$ cat config.mk
export PLATFORM = sky130hd
export DESIGN_NAME = registerFile
export DESIGN_NICKNAME = d
export VERILOG_FILES = /design/src/mipsPkg.sv /design/src/registerFile.sv
export SDC_FILE = /design/constraint.sdc
export NUM_CORES = 2
export LEC_CHECK = 0
export CORE_AREA = 2 2 398 400
export DETAILED_ROUTE_END_ITERATION = 10
export DIE_AREA = 0 0 400 402
export DONT_BUFFER_PORTS = 1
export GPL_TIMING_DRIVEN = 0
export SLEW_MARGIN = 30
export SYNTH_ARGS = -nofsm -noshare
export SYNTH_HDL_FRONTEND = slang
export SYNTH_SLANG_ARGS = --single-unit
export TNS_END_PERCENT = 20
$ cat constraint.sdc
create_clock -name clk -period 2.31 [get_ports clk]
set_input_delay 0 -clock clk [delete_from_list [all_inputs] [get_ports clk]]
set_output_delay 0 -clock clk [all_outputs]
set_load 0.05 [all_outputs]
$ cat src/mipsPkg.sv
package mipsPkg;

	localparam int dataWidth = 32;
	localparam int regAddrWidth = 5;

	typedef logic [dataWidth-1:0] word;
	typedef logic [regAddrWidth-1:0] regAddr;

	typedef enum logic [5:0] {
		opSpecial = 6'd0,
		opJ = 6'd2,
		opJal = 6'd3,
		opBeq = 6'd4,
		opBne = 6'd5,
		opAddi = 6'd8,
		opAddiu = 6'd9,
		opSlti = 6'd10,
		opSltiu = 6'd11,
		opAndi = 6'd12,
		opOri = 6'd13,
		opXori = 6'd14,
		opLui = 6'd15,
		opLw = 6'd35,
		opSw = 6'd43
	} opcodeEnum;

	// SPECIAL function field
	typedef enum logic [5:0] {
		fnSll = 6'd0,
		fnSllv = 6'd4,
		fnJr = 6'd8,
		fnAdd = 6'd32,
		fnAddu = 6'd33,
		fnSub = 6'd34,
		fnSubu = 6'd35,
		fnAnd = 6'd36,
		fnOr = 6'd37,
		fnXor = 6'd38,
		fnNor = 6'd39,
		fnSlt = 6'd42,
		fnSltu = 6'd43
	} functEnum;

	typedef enum logic [3:0] {
		aluAdd,
		aluSub,
		aluAnd,
		aluOr,
		aluXor,
		aluNor,
		aluSetLess,
		aluSetLessUnsigned,
		aluShiftLeft
	} aluOpEnum;

	typedef enum logic {aSelRs, aSelRt} aluASel; // Shifts take rt

	// Five sources need three bits
	typedef enum logic [2:0] {bSelRt, bSelImm, bSelShamt, bSelRsLow, bSelConst16} aluBSel;

	typedef enum logic [1:0] {dstRt, dstRd, dstRa} regDstSel;

	typedef enum logic [1:0] {wbAlu, wbMem, wbLink} wbSel;

	typedef enum logic [1:0] {pcSeq, pcJump, pcReg} nextPcSrc; // pcSeq covers branches

endpackage

$ cat src/registerFile.sv
`timescale 1ns/1ps

module registerFile
	import mipsPkg::*;
(
	input logic clk,
	input logic rstN,
	input regAddr rsAddr,
	input regAddr rtAddr,
	output word rsData,
	output word rtData,
	input logic we,
	input regAddr wAddr,
	input word wData
);

	localparam int regCount = 2**regAddrWidth;

	word regs [regCount];

	always_ff @(posedge clk or negedge rstN) begin
		if (!rstN) begin
			for (int i = 0; i < regCount; i++) begin
				regs[i] <= '0;
			end
		end else if (we && wAddr != '0) begin // $zero never written
			regs[wAddr] <= wData;
		end
	end

	assign rsData = (rsAddr == '0) ? '0 : regs[rsAddr];
	assign rtData = (rtAddr == '0) ? '0 : regs[rtAddr];

	wAddrKnown: assert property (@(posedge clk) disable iff (!rstN)
		we |-> !$isunknown(wAddr));

endmodule

---- Yosys cells after proc, flatten, opt, wreduce, memory -nomap -nowiden ----
Index checks and enable logic that the tools add are counted.
cells by class
  multiplexer cells ....................... 11
  equal/unequal tests ..................... 0
  reduce and logical (&&, ||, !) cells .... 5
  shift-type cells ........................ 0
  multipliers ............................. 0
  $add $sub $neg .......................... 0
  bitwise logic cells ..................... 3
  order comparisons ....................... 4
  divide/modulo/power cells ............... 0
operators by type and width
  operator                                                    number
  bitwise mux 1024 bit                                        1
  binary-select mux 32 bit (select 5 bit)                     2
  two-way mux 32 bit                                          7
  demux 32 bit (select 5 bit)                                 1
  greater-or-equal comparator 6 bit, second input constant    3
  NOT 5 -> 6 bit                                              3
  zero test 5 bit                                             2
  less-than comparator 6 x 1 -> 1 bit, second input constant  1
  nonzero test 5 bit                                          1
  logical AND 1 bit                                           2
storage, ports and cells
  latch bits .............................. 0
  output and inout port bits .............. 64
  bits in read-only memories .............. 0
  memory bits (writable) .................. 0
  memories ................................ 0
  bits in registers ....................... 1024

---- Longest topological paths before layout ----
  depth in word-level cells ............... 6
  gate-level depth with buffers ........... 7
  mapped depth without buffers ............ 4

---- Worst setup path after synthesis ----
Ideal clock, no wire load.
  path type ............................... in2out
  start point ............................. input rsAddr[0]
  end point ............................... output rsData[14]
  slack ................................... -52 ps
  arrival ................................. 2362 ps
  buffers on the path ..................... 4
  stages on the path ...................... 7
  cells stage by stage .................... buf_2 > inv_1 > buf_2 > buf_2 > clkbuf_1 > o2111ai_1 > a311oi_1
on the way
  word-level cells in the longest chain between the ends .. 5
  elaborated cells on any way between the ends .. 6
RTL lines
  what                                                    line                text
  start, declared                                         registerFile.sv:8   input regAddr rsAddr,
  NOT 5 -> 6 bit (implied by the code)                    registerFile.sv:31  assign rsData = (rsAddr == '0) ? '0 : regs[rsAddr];
  binary-select mux 32 bit (select 5 bit)                 registerFile.sv:31
  two-way mux 32 bit (implied by the code) (2 in series)  registerFile.sv:31
  two-way mux 32 bit (*)                                  registerFile.sv:31
  end, declared                                           registerFile.sv:10  output word rsData,
Every way passes the cells marked *; elsewhere a longest branch is shown, timed or not. The select of a mux whose other input is x is not followed.

---- Worst setup path after layout ----
  start point ............................. input rtAddr[2]
  end point ............................... output rtData[13]
on the way
  word-level cells in the longest chain between the ends .. 5
  elaborated cells on any way between the ends .. 6
RTL lines
  what                                                    line                text
  start, declared                                         registerFile.sv:9   input regAddr rtAddr,
  NOT 5 -> 6 bit (implied by the code)                    registerFile.sv:32  assign rtData = (rtAddr == '0) ? '0 : regs[rtAddr];
  binary-select mux 32 bit (select 5 bit)                 registerFile.sv:32
  two-way mux 32 bit (implied by the code) (2 in series)  registerFile.sv:32
  two-way mux 32 bit (*)                                  registerFile.sv:32
  end, declared                                           registerFile.sv:11  output word rtData,
Marks and branches as above.

==> summary.txt <==
Outcome
  • Outcome: complete, but fails checks
  • Failing checks: negative hold slack, negative setup slack

Yosys
  • Register area share after synthesis: 47.1%
  • EDFF count, synth: 0
  • Area leader, netlist: dfrtp_1
  • Syn. warnings: 0
  • Post-Syn Instances: approximately 3600
  • Syn nets: approximately 3700
  • Synth top area share: a little under half
  • Main area contributors after synthesis: dfrtp_1 47%, mux2_2 22%, mux4_2 19%
  • Async set-or-reset flop fraction in the synthesized netlist: between 90% and 100%
  • Flops & latches, synth: a little over 1000
  • Synth cell types: 35
  • Synthesized area: about 0.054 sq mm
  • Synth Flop Type: dfrtp_1
  • Syn Area/Cell: about 15 sq um

Cells and area
  • Non-Filler Instances: 5961
  • P&R area growth vs syn: 17.1%
  • Final #Nets: about 3800
  • Fraction of layout instances using a drive strength above 1: a little under three fifths
  • # fillers: 14342
  • Max FFs per register: between 1000 and 1500
  • Fin util: between 40 and 50%
  • Largest register by flop count: regs
  • Top Registers: regs x1024

STA
  • Max_slew headroom: between 30 and 40%
  • Hold WS: -0.0941 ns
  • Fin crit share: 115%
  • Max Slew Vio Count: 0
  • RSZ-0062 raised after global routing: yes
  • Timing-limited maximum frequency: between 0.3 and 0.4 GHz
  • Worst Clk Skew: 0 ns
  • Final Hold Vio Count: 115
  • Setup-failing EPs final: between 90 and 100
  • Crit path time final: around 2.7 ns
  • TNS Setup: -12.76 ns
  • Final worst slack: -0.340 ns
  • Worst slew pin tran: 1.04 ns

Clock network
  • CTS tree: yes
  • Clock Sink Count: ~1000
  • Clk_lat worst skew: 0.75 ns
  • Total CTS buffers: about 110
  • CTS clk-pin slew, worst paths: 0.06 ns
  • Root Buffer Master: clkbuf_16
  • H-tree lvl count: 3
  • Hold Buf Count CTS: 46
  • CTS Buffer Depth: 3

Power and ir drop
  • P per Cell Area: between 800 and 900 mW/mm^2
  • Switching share of power: between 20% and 30%
  • Worst VDD drop: about 0.64 mV
  • Leakage: roughly 27 nW
  • Internal: 38.4 mW
  • Switching pwr: 16.4 mW
  • Part of the power in registers: between 40% and 50%
  • Clk network pwr share: ~33%
  • Gate power share: about a quarter

Worst setup path
  • Worst EP arrival: ~2.7 ns
  • Critical Path End Type: primary output
  • Worst-path cell chain: buf_4 -> clkbuf_1 -> mux4_2 -> mux2_2 -> o21ai_1 -> a311oi_4
  • Max FO, Critical Path: 10
  • Crit path max-delay cell type: a311oi_4
  • CP peak stage delay: 0.86 ns
  • Crit path launch type: primary input
  • Delay-heaviest family, CP: buffers and inverters
  • Worst setup path class: primary input to primary output
  • Worst Path Buf+Inv: 2
  • Critical Path RT: between 2 and 2.5 ns
  • R2r setup slk: between 0.9 and 1 ns

Routing
  • DRT Pass-1 Iters: 5
  • Via count: about 37000
  • Vias per cell: 6.13
  • Final WL: around 200000 um
  • WL/cell: 33.6 um
  • Initial drt markers: slightly below 4000
  • Drc violations: 0
  • DRT antenna net count: 0

Place
  • Post-DP HPWL: between 100000 and 150000 um
  • Placed insts: approximately 5700
  • Dpl ws: -1.18 ns
  • Port Buf Inserts: 0
  • GP Congestion: around 0.96

GRT
  • Vias in the first global route: ~37000
  • Largest net degree at the start of global routing: 155
  • Global-route wire length before repair: 286000 um
  • GRT Max-Usage Layer: met2
  • Remaining global-route overflow: 0
  • Antenna violations before repair: 18
  • GR Util met3: under 10%
  • Overall Global Routing Usage: 24.8%
  • GRT met1 Usage: about a third
  • Met2 GRT Util: 37.0%

Job
  • Max-cap violation count: 0

Hold path
  • Worst hold-check path type: primary input to async pin

Floorplan
  • Die Wd: about 400 um
  • Num ports: between 100 and 150
  • Die Y: approximately 400 um
  • Starting density of the core: roughly a third
  • Die footprint: between 0.15 and 0.2 sq mm
  • Row count: approximately 150
  • Core box area: roughly 0.16 sq mm
==> path summary, 6_finish.rpt <==
path | from | endpoint | depth (start not counted)
setup / recovery | rtAddr[2] | rtData[13] | 6
hold / removal | rstN | regs[967] | 2
setup reg to reg | regs[0] | regs[0] | 2
hold reg to reg | regs[1004] | regs[1004] | 1
max in group asynchronous | rstN | regs[701] | 4
min in group clk | wAddr[1] | regs[192] | 3
==> area by class of cell <==
class | instances | area [sq um] | area share [%]
Multi-Input combinational cell | 2163 | 28900 | 45.4
Sequential cell | 1024 | 25600 | 40.2
Clock buffer | 161 | 3150 | 4.95
Tap cell | 2072 | 2590 | 4.07
Buffer | 430 | 2170 | 3.41
Timing Repair Buffer | 64 | 782 | 1.23
Clock inverter | 35 | 440 | 0.691
Antenna cell | 10 | 25.0 | 0.0393
Inverter | 2 | 7.51 | 0.0118
==> power by group through the flow <==
stage | sequential (mW) | combinational [mW] | clock [mW]
finish | 23.9 | 12.8 | 18.1
global route | 24.3 | 13.4 | 19.0
CTS | 23.8 | 12.5 | 18.3
detailed placement | 24.1 | 11.8 | 0
global placement | 23.9 | 10.8 | 0
floorplan | 23.2 | 8.55 | 0
==> metal layers <==
metal / wire length, um / share of wire [%]
met5: 127 / 0.063
met4: 9160 / 4.6
met3: 20800 / 10
met2: 89700 / 45
met1: 80800 / 40
==> cell usage in the layout (no fill, tap or decap), types with 43 or more instances in the layout <==
| cell type | n |
|---|---|
| nand2_1 | 49 |
| a22oi_1 | 43 |
| mux2_2 | 1037 |
| dfrtp_1 | 1024 |
| dlygate4sd3_1 | 46 |
| mux4_2 | 448 |
| clkbuf_1 | 179 |
| clkbuf_16 | 107 |
| nor2b_1 | 58 |
| a311oi_4 | 64 |
| mux2i_1 | 126 |
| buf_2 | 147 |
| buf_4 | 52 |
| clkbuf_2 | 58 |
| o21ai_0 | 49 |
==> metrics by stage <==
step           power (mW)  area [sq um]
5_1_grt              56.7         63700
4_1_cts              54.6         63300
6_report             54.8         63700
2_1_floorplan        31.7         54400
3_3_place_gp         34.6         57000
3_5_place_dp         35.9         58200
==> logic make-up after synthesis <==
family	Yosys count	share of synthesized area [%]
compound gates	366	4.84
buf+inv	434	3.63
flops	1024	47.1
mux	1632	42.8
simple gates	165	1.61
==> Yosys cell counts, types with 2 or more instances <==
master	n
clkbuf_1	223
nor3b_1	2
nand2_1	49
a211oi_1	64
nand2b_1	5
buf_4	34
or4_1	2
a22oi_1	64
a221oi_1	46
nand4b_1	3
mux2_2	1046
mux4_2	448
nor3_1	3
inv_1	2
or3_1	3
o21ai_1	9
buf_2	170
dfrtp_1	1024
or2_2	2
nor2_1	19
mux2i_1	128
mux2_1	10
o21ai_0	101
buf_1	3
nor2b_1	71
o2111ai_1	18
a311oi_1	64
==> timing repair <==
item                       in CTS  in global routing
pin swaps                      68                 33
buffers inserted                2                  3
resized for setup             279                 67
hold endpoints to repair     1371                 75
setup endpoints to repair      64                101
gates cloned                    0                  0
Note: power is estimated with default switching activity, not from simulation.
