[config.mk]
export PLATFORM = sky130hd
export DESIGN_NAME = controlDecoder
export DESIGN_NICKNAME = d
export VERILOG_FILES = /design/src/mipsPkg.sv /design/src/controlDecoder.sv
export SDC_FILE = /design/constraint.sdc
export NUM_CORES = 1
export LEC_CHECK = 0
export BUFFER_PORTS_ARGS = -buffer_cell sky130_fd_sc_hd__buf_2
export CAP_MARGIN = 20
export CORE_AREA = 2 2 39 41
export DETAILED_ROUTE_END_ITERATION = 16
export DIE_AREA = 0 0 41 43
export PLACE_DENSITY = 0.77
export SYNTH_ARGS = -nofsm -noshare
export SYNTH_HDL_FRONTEND = slang
export SYNTH_SLANG_ARGS = --single-unit
[constraint.sdc]
create_clock -name vclk -period 1.6
set_input_delay 0.08 -clock vclk [all_inputs]
set_output_delay 0.08 -clock vclk [all_outputs]
set_load 0.005 [all_outputs]
[src/mipsPkg.sv]
package mipsPkg;

	localparam int dataWidth = 32;
	localparam int regAddrWidth = 5;

	typedef logic [dataWidth-1:0] word;
	typedef logic [regAddrWidth-1:0] regAddr;

	typedef enum logic [5:0] {
		opSpecial = 6'd0,
		opJ = 6'd2,
		opJal = 6'd3,
		opBeq = 6'd4,
		opBne = 6'd5,
		opAddi = 6'd8,
		opAddiu = 6'd9,
		opSlti = 6'd10,
		opSltiu = 6'd11,
		opAndi = 6'd12,
		opOri = 6'd13,
		opXori = 6'd14,
		opLui = 6'd15,
		opLw = 6'd35,
		opSw = 6'd43
	} opcodeEnum;

	// SPECIAL function field
	typedef enum logic [5:0] {
		fnSll = 6'd0,
		fnSllv = 6'd4,
		fnJr = 6'd8,
		fnAdd = 6'd32,
		fnAddu = 6'd33,
		fnSub = 6'd34,
		fnSubu = 6'd35,
		fnAnd = 6'd36,
		fnOr = 6'd37,
		fnXor = 6'd38,
		fnNor = 6'd39,
		fnSlt = 6'd42,
		fnSltu = 6'd43
	} functEnum;

	typedef enum logic [3:0] {
		aluAdd,
		aluSub,
		aluAnd,
		aluOr,
		aluXor,
		aluNor,
		aluSetLess,
		aluSetLessUnsigned,
		aluShiftLeft
	} aluOpEnum;

	typedef enum logic {aSelRs, aSelRt} aluASel; // Shifts take rt

	// Five sources need three bits
	typedef enum logic [2:0] {bSelRt, bSelImm, bSelShamt, bSelRsLow, bSelConst16} aluBSel;

	typedef enum logic [1:0] {dstRt, dstRd, dstRa} regDstSel;

	typedef enum logic [1:0] {wbAlu, wbMem, wbLink} wbSel;

	typedef enum logic [1:0] {pcSeq, pcJump, pcReg} nextPcSrc; // pcSeq covers branches

endpackage

[src/controlDecoder.sv]
`timescale 1ns/1ps

module controlDecoder
	import mipsPkg::*;
(
	input word instr,
	output aluOpEnum aluOp,
	output aluASel aluASrc,
	output aluBSel aluBSrc,
	output logic immSigned,
	output regDstSel regDst,
	output wbSel wbSrc,
	output logic regWrite,
	output logic memWrite,
	output logic isBranch,
	output logic branchOnEqual,
	output nextPcSrc nextPcSel
);

	opcodeEnum opcode;
	functEnum funct;

	assign opcode = opcodeEnum'(instr[31:26]);
	assign funct = functEnum'(instr[5:0]);

	always_comb begin
		aluOp = aluAdd;
		aluASrc = aSelRs;
		aluBSrc = bSelRt;
		immSigned = 1'b0;
		regDst = dstRt;
		wbSrc = wbAlu;
		regWrite = 1'b0;
		memWrite = 1'b0;
		isBranch = 1'b0;
		branchOnEqual = 1'b0;
		nextPcSel = pcSeq;
		if (instr != '0) begin // Zero word is a NOP
			case (opcode)
				opSpecial: begin
					regDst = dstRd;
					regWrite = 1'b1;
					case (funct)
						fnAdd, fnAddu: aluOp = aluAdd; // No overflow trap
						fnSub, fnSubu: aluOp = aluSub;
						fnAnd: aluOp = aluAnd;
						fnOr: aluOp = aluOr;
						fnXor: aluOp = aluXor;
						fnNor: aluOp = aluNor;
						fnSlt: aluOp = aluSetLess;
						fnSltu: aluOp = aluSetLessUnsigned;
						fnSll: begin
							aluOp = aluShiftLeft;
							aluASrc = aSelRt;
							aluBSrc = bSelShamt;
						end
						fnSllv: begin
							aluOp = aluShiftLeft;
							aluASrc = aSelRt;
							aluBSrc = bSelRsLow;
						end
						fnJr: begin
							regWrite = 1'b0;
							nextPcSel = pcReg;
						end
						default: regWrite = 1'b0;
					endcase
				end
				opAddi, opAddiu: begin
					aluBSrc = bSelImm;
					immSigned = 1'b1;
					regWrite = 1'b1;
				end
				opSlti, opSltiu: begin
					aluOp = (opcode == opSlti) ? aluSetLess : aluSetLessUnsigned;
					aluBSrc = bSelImm;
					immSigned = 1'b1; // SLTIU compares against sign-extended imm
					regWrite = 1'b1;
				end
				opAndi, opOri, opXori: begin
					case (opcode)
						opAndi: aluOp = aluAnd;
						opOri: aluOp = aluOr;
						default: aluOp = aluXor;
					endcase
					aluBSrc = bSelImm;
					regWrite = 1'b1;
				end
				opLui: begin
					aluOp = aluShiftLeft;
					aluBSrc = bSelConst16; // Also routes imm to operand A
					regWrite = 1'b1;
				end
				opLw: begin
					aluBSrc = bSelImm;
					immSigned = 1'b1;
					wbSrc = wbMem;
					regWrite = 1'b1;
				end
				opSw: begin
					aluBSrc = bSelImm;
					immSigned = 1'b1;
					memWrite = 1'b1;
				end
				opBeq, opBne: begin
					aluOp = aluSub;
					immSigned = 1'b1;
					isBranch = 1'b1;
					branchOnEqual = (opcode == opBeq);
				end
				opJ: nextPcSel = pcJump;
				opJal: begin
					nextPcSel = pcJump;
					regDst = dstRa;
					wbSrc = wbLink;
					regWrite = 1'b1;
				end
				default: ;
			endcase
		end
	end

endmodule

### Word-level counts from Yosys, hierarchy flattened

Index checks and enable logic that the tools add are counted.

* eq/ne operators: 26
* mux-type cells: 29
* reduce and logical (&&, ||, !) cells: 13

Operator list (count)
* 6-bit equality test (second input constant): 12
* 6-bit by 4-bit equality test with 1-bit output (second input constant): 9
* 4-bit one-hot mux with 8 select lines: 1
* 32-bit nonzero test: 1
* 4-bit one-hot mux with 5 select lines: 1
* 6-bit by 3-bit equality test with 1-bit output (second input constant): 3
* 2-bit one-hot mux with 2 select lines: 4
* 1-bit two-way mux: 14
* 6-bit by 2-bit equality test with 1-bit output (second input constant): 2
* 6-bit logical NOT: 2
* 12-bit OR reduction: 1
* 10-bit OR reduction: 1
* 2-bit OR reduction: 5
* 3-bit one-hot mux with 3 select lines: 1
* 9-bit OR reduction: 1
* 2-bit two-way mux: 4
* 8-bit OR reduction: 1
* 3-bit one-hot mux with 2 select lines: 1
* 4-bit two-way mux: 1
* 3-bit two-way mux: 1
* 3-bit OR reduction: 1
* 1-bit one-hot mux with 2 select lines: 1

* bits in registers: 0
* bits of input ports: 32
* logic and storage cells: 68

### Longest topological paths before layout

Gate-level depths: netlist of the first run.

* depth after elaboration: 5
* depth in mapped cells: 5
* depth with buffers taken out: 4

### Worst setup path before layout of the first run

OpenSTA, ideal clock, no wires.

* path type: input-to-output
* from: input instr[26]
* to: output aluBSrc[1]
* arrival time: 1435 ps
* required time: 1520 ps
* setup slack: 85 ps
* cell stages on the path: 5
* path buffers: 2
* cell sequence: buf_2 -> or3_4 -> or4_4 -> nor2_1 -> buf_4

* word-level cells in the longest chain between the ends: 4
* elaborated cells between the ends (all ways): 15

Ends and longest elaborated chain
* start: declaration: RTL line controlDecoder.sv:6 `input word instr,`
* 6-bit by 4-bit equality test with 1-bit output / 6-bit equality test (equally long branches): RTL line controlDecoder.sv:39 `case (opcode)`
* 9-bit OR reduction (no source line)
* 3-bit one-hot mux with 3 select lines: RTL line controlDecoder.sv:39
* 3-bit two-way mux (*): RTL line controlDecoder.sv:38 `if (instr != '0) begin`
* end: declaration: RTL line controlDecoder.sv:9 `output aluBSel aluBSrc,`

Mark *: on every way between the ends. The rest lies on a longest branch, timed or not.

### Final worst setup path of the first run

* from: input instr[1]
* to: output aluBSrc[0]

* word-level cells in the longest chain between the ends: 4
* elaborated cells between the ends (all ways): 6

Ends and longest elaborated chain
* 6-bit by 3-bit equality test with 1-bit output / 6-bit logical NOT (equally long branches): RTL line controlDecoder.sv:43 `case (funct)`
* 2-bit one-hot mux with 2 select lines: RTL line controlDecoder.sv:43
* 3-bit one-hot mux with 3 select lines: RTL line controlDecoder.sv:39
* 3-bit two-way mux (*): RTL line controlDecoder.sv:38

Marks and branches as above.

==> metrics.txt, run 1 <==
status=finished with violations; failing checks=negative setup slack; Multi-input gate area=420.4 sq um; DRC violations left=0; register area share after synthesis=0; final layout net count=162; drt wl/cell=11.94 um; PortBufs=51; syn_area_per_cell=6.186 sq um; Hold Crit Class=in2out; max-cap check violation count=0; Die Y=43 um; critical-path maximum fanout=4; Cell Pwr Density=195.5 nW/um^2; initial DRC count=18; P_leak=0.4145 nW; Yosys cell types=35; postcts setup bufs=0; fmax=618.9 MHz; die width=41 um; Worst VDD drop=75.44 uV; period utilization=1.010; worst slew pin tran=0.2486 ns; core area=1384 sq um; Synth Instances=72; first-pass GRT wire length=2546 um; Setup Slack @ Placement=-0.04808 ns; CP arrival=1.54 ns; Setup Crit Path Kind=in2out; gr usage total=0.1918; total power=0.1555 mW; GRT Residual Overflow=0; largest net degree at the start of global routing=15; via count=794; I/O pin count=51; syn_nets=104; clkbuf count=0; vias in the first global route=680; data required time of the worst path=1.52 ns; DRT Pass-1 Iters=4; Final TNS setup=-0.01582 ns; RePlAce Congestion=0.8718; commonest non-fill, non-tap cell in the layout=buf_2; hold path start=instr[30]; Post-DP Area=767.0 sq um; Layout area overhead=78.65%; routed wire length=1720 um; filler instances=130; num sequential=0; worst setup margin=-0.01582 ns; register area=0 sq um; diode count=0; Setup Viol. Count Final=1; Initial Utilization=0.3219; Max transition margin=0.8327; post-DR vias/cell=5.514; layout cell share with drive strength beyond 1=0.5703; Hold Violations, Final=0; CP Launch Type=input pin; max-slew violations=0; synthesized cell area=445.4 sq um; most frequent cells in the layout=buf_2 (50), buf_4 (10), nor2_1 (8), nor4_1 (8), nand2_1 (6); Final Instance Area=795.8 sq um; Final ANT Viol Nets=0; Detailed Place HPWL=1426 um; kind of end point of the critical path=primary output; die footprint=1763 sq um; fin crit period=1.616 ns; initial antenna violation count=0; Site Rows=14; synth warn=0; RSZ-0062 raised after global routing=yes; Critical Path Start=instr[1]
per-layer routing:
metal  track usage  routed length, um  vias up
met3      0.005236                165        2
met2        0.3656                880       38
met5             0                  0        -
met4       0.03333                 16        0
li1              -                  -      393
met1        0.2184                659      361
area by class of cell:
| class | instances | share of cell area |
|---|---|---|
| Multi-Input combinational cell | 64 | 0.5283 |
| Timing Repair Buffer | 62 | 0.4371 |
| Tap cell | 16 | 0.02516 |
| Inverter | 2 | 0.009434 |
what timing repair did:
item | 4_1_cts | 5_1_grt
resized for setup | 2 | 4
hold buffers | 0 | 0
pin swaps | 0 | 2
setup endpoints to repair | 3 | 6
worst max-delay path, cell delays in order:
cell     delay [ns]
buf_6          0.09
or4_1          0.51
or4_4          0.47
o22ai_1        0.23
buf_2          0.15
cell families (layout without fill, tap and decap cells):
group | Yosys count | in the layout | share of synthesized area
simple gates | 47 | 47 | 0.6180
mux | 1 | 1 | 0.02247
buf+inv | 8 | 64 | 0.09833
compound gates | 15 | 15 | 0.2416
xor+xnor | 1 | 1 | 0.01967
synth_stat cells (all sizes together), types with 2 or more instances:
cell type,count,area share
nor2,8,0.067
nor4,8,0.11
nor3,7,0.090
nand2,6,0.051
buf,4,0.065
nand2b,3,0.042
o21ai,3,0.034
o22ai,3,0.042
clkbuf,2,0.017
inv,2,0.017
nand3,2,0.022
nand4,2,0.028
nor2b,2,0.028
or3,2,0.051
or4,2,0.042
power breakdown:
group	internal, mW	switching (mW)	total [mW]	leakage (nW)
Clock	0	0	0	0
Sequential	0	0	0	0
Combinational	0.0833	0.0723	0.156	0.414
Total	0.0833	0.0723	0.156	0.414
final timing paths:
| path | cells after the start | to |
|---|---|---|
| min | 4 | regDst[0] |
| max | 5 | aluBSrc[0] |
per-stage QoR:
stage	hold WS [ns]	util	std cells
after detailed placement	0.5318	0.5543	144
after floorplan	0.1911	-	72
after global placement	0.5275	0.5543	144
after CTS	0.5318	0.5633	144
final	0.5380	0.5750	144
after global routing	0.5618	0.5750	144
(Power assumes the default switching activity.)
==> inputs of run 2 (changes only) <==
Settings changed: CELL_PAD_IN_SITES_DETAIL_PLACEMENT from default to 2, CELL_PAD_IN_SITES_GLOBAL_PLACEMENT from default to 2, CORE_AREA 2 2 39 41 to 2 2 64 54, DIE_AREA 0 0 41 43 to 0 0 66 56, PLACE_DENSITY 0.77 to 0.8.
==> metrics.txt, run 2 (synthesized netlist as in run 1, its figures left out) <==
status=finished clean (was finished with violations); max-slew violations=0 (unchanged); I/O pin count=51 (unchanged); fmax=629.1 MHz (was 618.9 MHz); Hold Crit Class=in2out (unchanged); diode count=0 (unchanged); die footprint=3696 sq um (was 1763 sq um); Top Layer Used=met3 (was met4); initial DRC count=6 (was 18); gr usage total=0.1171 (was 0.1918); DRT Pass-1 Iters=3 (was 4); CP Launch Type=input pin (unchanged); P_leak=0.4287 nW (was 0.4145 nW); Detailed Place HPWL=2013 um (was 1426 um); period utilization=0.9934 (was 1.010); Layout area overhead=93.82% (was 78.65%); RSZ-0062 raised after global routing=yes (unchanged); met3 routed WL=154 um (was 165 um); worst slew pin tran=0.2986 ns (was 0.2486 ns); CP arrival=1.51 ns (was 1.54 ns); most frequent cells in the layout=buf_2 (48), buf_4 (12), nor2_1 (8), nor4_1 (8), nand2_1 (6) (was buf_2 (50), buf_4 (10), nor2_1 (8), nor4_1 (8), nand2_1 (6)); combinational share of power=1.000 (about the same); Switching Fraction=0.4681 (was 0.4646); Clock power frac=0 (about the same); filler instances=387 (was 130); Initial Utilization=0.1476 (was 0.3219); core area=3018 sq um (was 1384 sq um); first-pass GRT wire length=3622 um (was 2546 um); layout cell share with drive strength beyond 1=0.5923 (was 0.5703); RePlAce Congestion=0.7871 (was 0.8718); max-cap check violation count=0 (unchanged); Core Util, Final=0.2861 (was 0.5750); postcts setup bufs=0 (unchanged); DR WL met2=1169 um (was 880 um); kind of end point of the critical path=primary output (unchanged); total power=0.1684 mW (was 0.1555 mW); critical-path maximum fanout=4 (unchanged); final layout net count=164 (was 162); detailed-routing wirelength on met1=1015 um (was 659 um); Worst VDD drop=35.94 uV (was 75.44 uV); num sequential=0 (unchanged); Max transition margin=0.7991 (was 0.8327); Setup Viol. Count Final=0 (was 1); Site Rows=18 (was 14); Cell Pwr Density=195.0 nW/um^2 (was 195.5 nW/um^2); PortBufs=51 (unchanged); drt wl/cell=13.76 um (was 11.94 um); vias in the first global route=800 (was 680); fin crit period=1.589 ns (was 1.616 ns); commonest non-fill, non-tap cell in the layout=buf_2 (unchanged); Die Y=56 um (was 43 um); initial antenna violation count=0 (unchanged); Setup Crit Path Kind=in2out (unchanged); largest net degree at the start of global routing=15 (unchanged); die width=66 um (was 41 um); data required time of the worst path=1.52 ns (about the same); GRT Residual Overflow=0 (unchanged); Final ANT Viol Nets=0 (unchanged); DRC violations left=0 (unchanged); post-DR vias/cell=4.688 (was 5.514); switching pwr=0.07882 mW (was 0.07226 mW); clkbuf count=0 (unchanged); Flop pwr share=0 (about the same); via count=797 (was 794); routed wire length=2340 um (was 1720 um); Cell Int Power=0.08956 mW (was 0.08328 mW); register area=0 sq um (unchanged); Hold Violations, Final=0 (unchanged)
-- run 2: cell types whose count changed in the layout (fill, tap and decap cells not counted) --
cell	before	now
buf_2	50	48
buf_4	10	12
buf_6	2	4
o22ai_1	3	2
o22ai_2	0	1
or4_1	1	0
or4_4	1	2
-- run 2: layer usage --
metal / vias up / track usage
li1: 393 / -
met1: 382 / 0.1540
met2: 22 / 0.2136
met3: 0 / 0.01619
met4: 0 / 0
met5: - / 0
-- run 2: worst paths after layout --
| kind | start | to | slack, ns | cells past startpoint |
|---|---|---|---|---|
| hold / removal | instr[30] | immSigned | 0.54 | 4 |
| setup / recovery | instr[5] | regWrite | 0.01 | 6 |
-- run 2: power groups by stage --
stage | clock (mW) | combinational (mW) | sequential (mW)
2_1_floorplan | 0 | 0.0661 | 0
3_3_place_gp | 0 | 0.152 | 0
3_5_place_dp | 0 | 0.159 | 0
4_1_cts | 0 | 0.163 | 0
5_1_grt | 0 | 0.185 | 0
6_report | 0 | 0.168 | 0
-- run 2: cell type report --
cell class / instances / area [sq um] / area share
Tap cell: 40 / 50.05 / 0.05797
Multi-Input combinational cell: 64 / 430.4 / 0.4986
Timing Repair Buffer: 64 / 375.4 / 0.4348
Inverter: 2 / 7.507 / 0.008696
-- run 2: what timing repair did --
action,4_1_cts,5_1_grt
hold buffers,0,0
setup endpoints to repair,3,9
gates resized for setup,4,6
pin swaps,4,3
-- run 2: through the flow --
step | hold WS (ns) | setup WS (ns) | area, sq um | cells | TNS, ns
after CTS | 0.5476 | -0.04050 | 832.0 | 170 | -0.1667
after floorplan | 0.1911 | 0.08458 | 445.4 | 72 | 0
after global routing | 0.5785 | -0.03864 | 863.3 | 170 | -0.08551
final | 0.5433 | 0.01054 | 863.3 | 170 | 0
after detailed placement | 0.5475 | -0.06780 | 812.0 | 170 | -0.1492
after global placement | 0.5450 | -0.04575 | 812.0 | 170 | -0.08641
-- run 2: worst max-delay path: stages --
cell,delay (ns)
buf_6,0.09
or4_4,0.51
or4_4,0.48
nor3_4,0.16
nor2_1,0.07
buf_2,0.13
==> inputs of run 3 (changes only) <==
Settings changed: ABC_CLOCK_PERIOD_IN_PS from default to 1600, GPL_TIMING_DRIVEN from default to 0.
==> metrics.txt, run 3 (synthesized netlist as in run 1, its figures left out) <==
clkbuf count=0 (unchanged); Most common cell on crit path=or4_4 (unchanged); Hold Crit Class=in2out (unchanged); core area=3018 sq um (unchanged); Top delay family on crit path=simple AND/OR/NAND/NOR gates (unchanged); Cell Int Power=0.08167 mW (was 0.08956 mW); largest net degree at the start of global routing=11 (was 15); Setup Slack @ Placement=-0.1235 ns (was -0.06780 ns); vias in the first global route=792 (was 800); Layout area overhead=86.24% (was 93.82%); GRT Residual Overflow=0 (unchanged); Inst Count DP=160 (was 170); Site Rows=18 (unchanged); Setup Crit Path Kind=in2out (unchanged); drt wl/cell=13.20 um (was 13.76 um); Post-DP Area=735.7 sq um (was 812.0 sq um); initial antenna violation count=0 (unchanged); RSZ-0062 raised after global routing=yes (unchanged); hold endpoint=branchOnEqual (was immSigned); Final Instance Area=829.5 sq um (was 863.3 sq um); register area=0 sq um (unchanged); fmax=626.7 MHz (was 629.1 MHz); CP max stage cell=or4_4 (unchanged); critical-path maximum fanout=4 (unchanged); Initial Utilization=0.1476 (unchanged); die width=66 um (unchanged); PortBufs=48 (was 51); switching pwr=0.07256 mW (was 0.07882 mW); post-DR vias/cell=4.656 (was 4.688); period utilization=0.9973 (was 0.9934); I/O pin count=51 (unchanged); via count=759 (was 797); routed wire length=2151 um (was 2340 um); diode count=0 (unchanged); layout cell share with drive strength beyond 1=0.5366 (was 0.5923); hold path start=instr[26] (was instr[30]); Hold Crit Depth=3 (was 4); Worst VDD drop=38.86 uV (was 35.94 uV); Switching Fraction=0.4705 (was 0.4681); WP buf/inv=2 (unchanged); filler instances=381 (was 387); max-cap check violation count=0 (unchanged); Post-CTS Hold Buffers=0 (unchanged); Core Util, Final=0.2749 (was 0.2861); Detailed Place HPWL=1831 um (was 2013 um); data required time of the worst path=1.52 ns (about the same); Final ANT Viol Nets=0 (unchanged); Multi-input gate area=425.4 sq um (was 430.4 sq um); critical path's largest stage delay=0.51 ns (about the same); fin crit period=1.596 ns (was 1.589 ns); Cell Pwr Density=185.9 nW/um^2 (was 195.0 nW/um^2); Clock power frac=0 (about the same); max-slew violations=0 (unchanged); commonest non-fill, non-tap cell in the layout=buf_2 (unchanged); WHS=0.4291 ns (was 0.5433 ns); DRC violations left=0 (unchanged); CP Launch Type=input pin (unchanged); num sequential=0 (unchanged); total power=0.1542 mW (was 0.1684 mW); status=finished clean (unchanged); combinational share of power=1.000 (about the same); Post-Layout Cell Count=163 (was 170); Hold Violations, Final=0 (unchanged); worst setup margin=0.004274 ns (was 0.01054 ns); most frequent cells in the layout=buf_2 (45), nor4_1 (8), nor2_1 (7) (was buf_2 (48), buf_4 (12), nor2_1 (8), nor4_1 (8), nand2_1 (6)); first-pass GRT wire length=3484 um (was 3622 um); Max transition margin=0.7154 (was 0.7991); crit-path cells=buf_8, or4_4, or4_4, nor3_4, nor3_1, buf_2 (was buf_6, or4_4, or4_4, nor3_4, nor2_1, buf_2); CP arrival=1.52 ns (was 1.51 ns); Flop pwr share=0 (about the same); initial DRC count=6 (unchanged); DRT Pass-1 Iters=3 (unchanged); kind of end point of the critical path=primary output (unchanged); final layout net count=157 (was 164); worst slew pin tran=0.4269 ns (was 0.2986 ns); Setup Viol. Count Final=0 (unchanged); P_leak=0.3969 nW (was 0.4287 nW); die footprint=3696 sq um (unchanged); RePlAce Congestion=0.7898 (was 0.7871); Die Y=56 um (unchanged); Final TNS setup=0 ns (unchanged); gr usage total=0.1130 (was 0.1171)
[run 3: changes by cell type in the layout (fill, tap and decap cells not counted), sizes merged]
cell    change
clkbuf      +2
buf         -9
[run 3: layout make-up]
cell class	count	share of cell area
multi-input cells	64	0.5128
repair buffers	51	0.3484
plain buffers	6	0.06938
well taps	40	0.06033
inverters	2	0.009050
[run 3: worst min-delay path: stages]
cell and delay (ns):
buf_6 0.10, nor3_1 0.05, buf_2 0.12
[run 3: how the worst max path moves through the flow]
stage                     cells past startpoint    endpoint  slack (ns)  startpoint
after floorplan                               5  aluBSrc[1]        0.08   instr[26]
after global placement                        6    regWrite        -0.1    instr[1]
after detailed placement                      6    regWrite       -0.12    instr[1]
after CTS                                     6   regDst[0]       -0.07    instr[0]
after global routing                          6   regDst[0]       -0.06    instr[0]
final                                         6   regDst[0]       0.004    instr[0]
[run 3: repair_timing]
| action | CTS | global route |
|---|---|---|
| setup buffers | 1 | 2 |
| endpoints found under the setup margin | 6 | 6 |
| endpoints found under the hold margin | 0 | 0 |
| resized for setup | 14 | 7 |
| pin swaps | 6 | 2 |
[run 3: power by group through the flow]
stage / combinational (mW) / clock, mW / sequential, mW
after floorplan: 0.0661 / 0 / 0
after global placement: 0.131 / 0 / 0
after detailed placement: 0.138 / 0 / 0
after CTS: 0.148 / 0 / 0
after global routing: 0.172 / 0 / 0
final: 0.154 / 0 / 0
[run 3: layer usage]
metal / vias up / share of wire / GRT usage
met2: 22 / 0.52 / 0.2309
li1: 379 / - / -
met1: 358 / 0.41 / 0.1300
met4: 0 / 0 / 0
met3: 0 / 0.065 / 0.01215
met5: - / 0 / 0
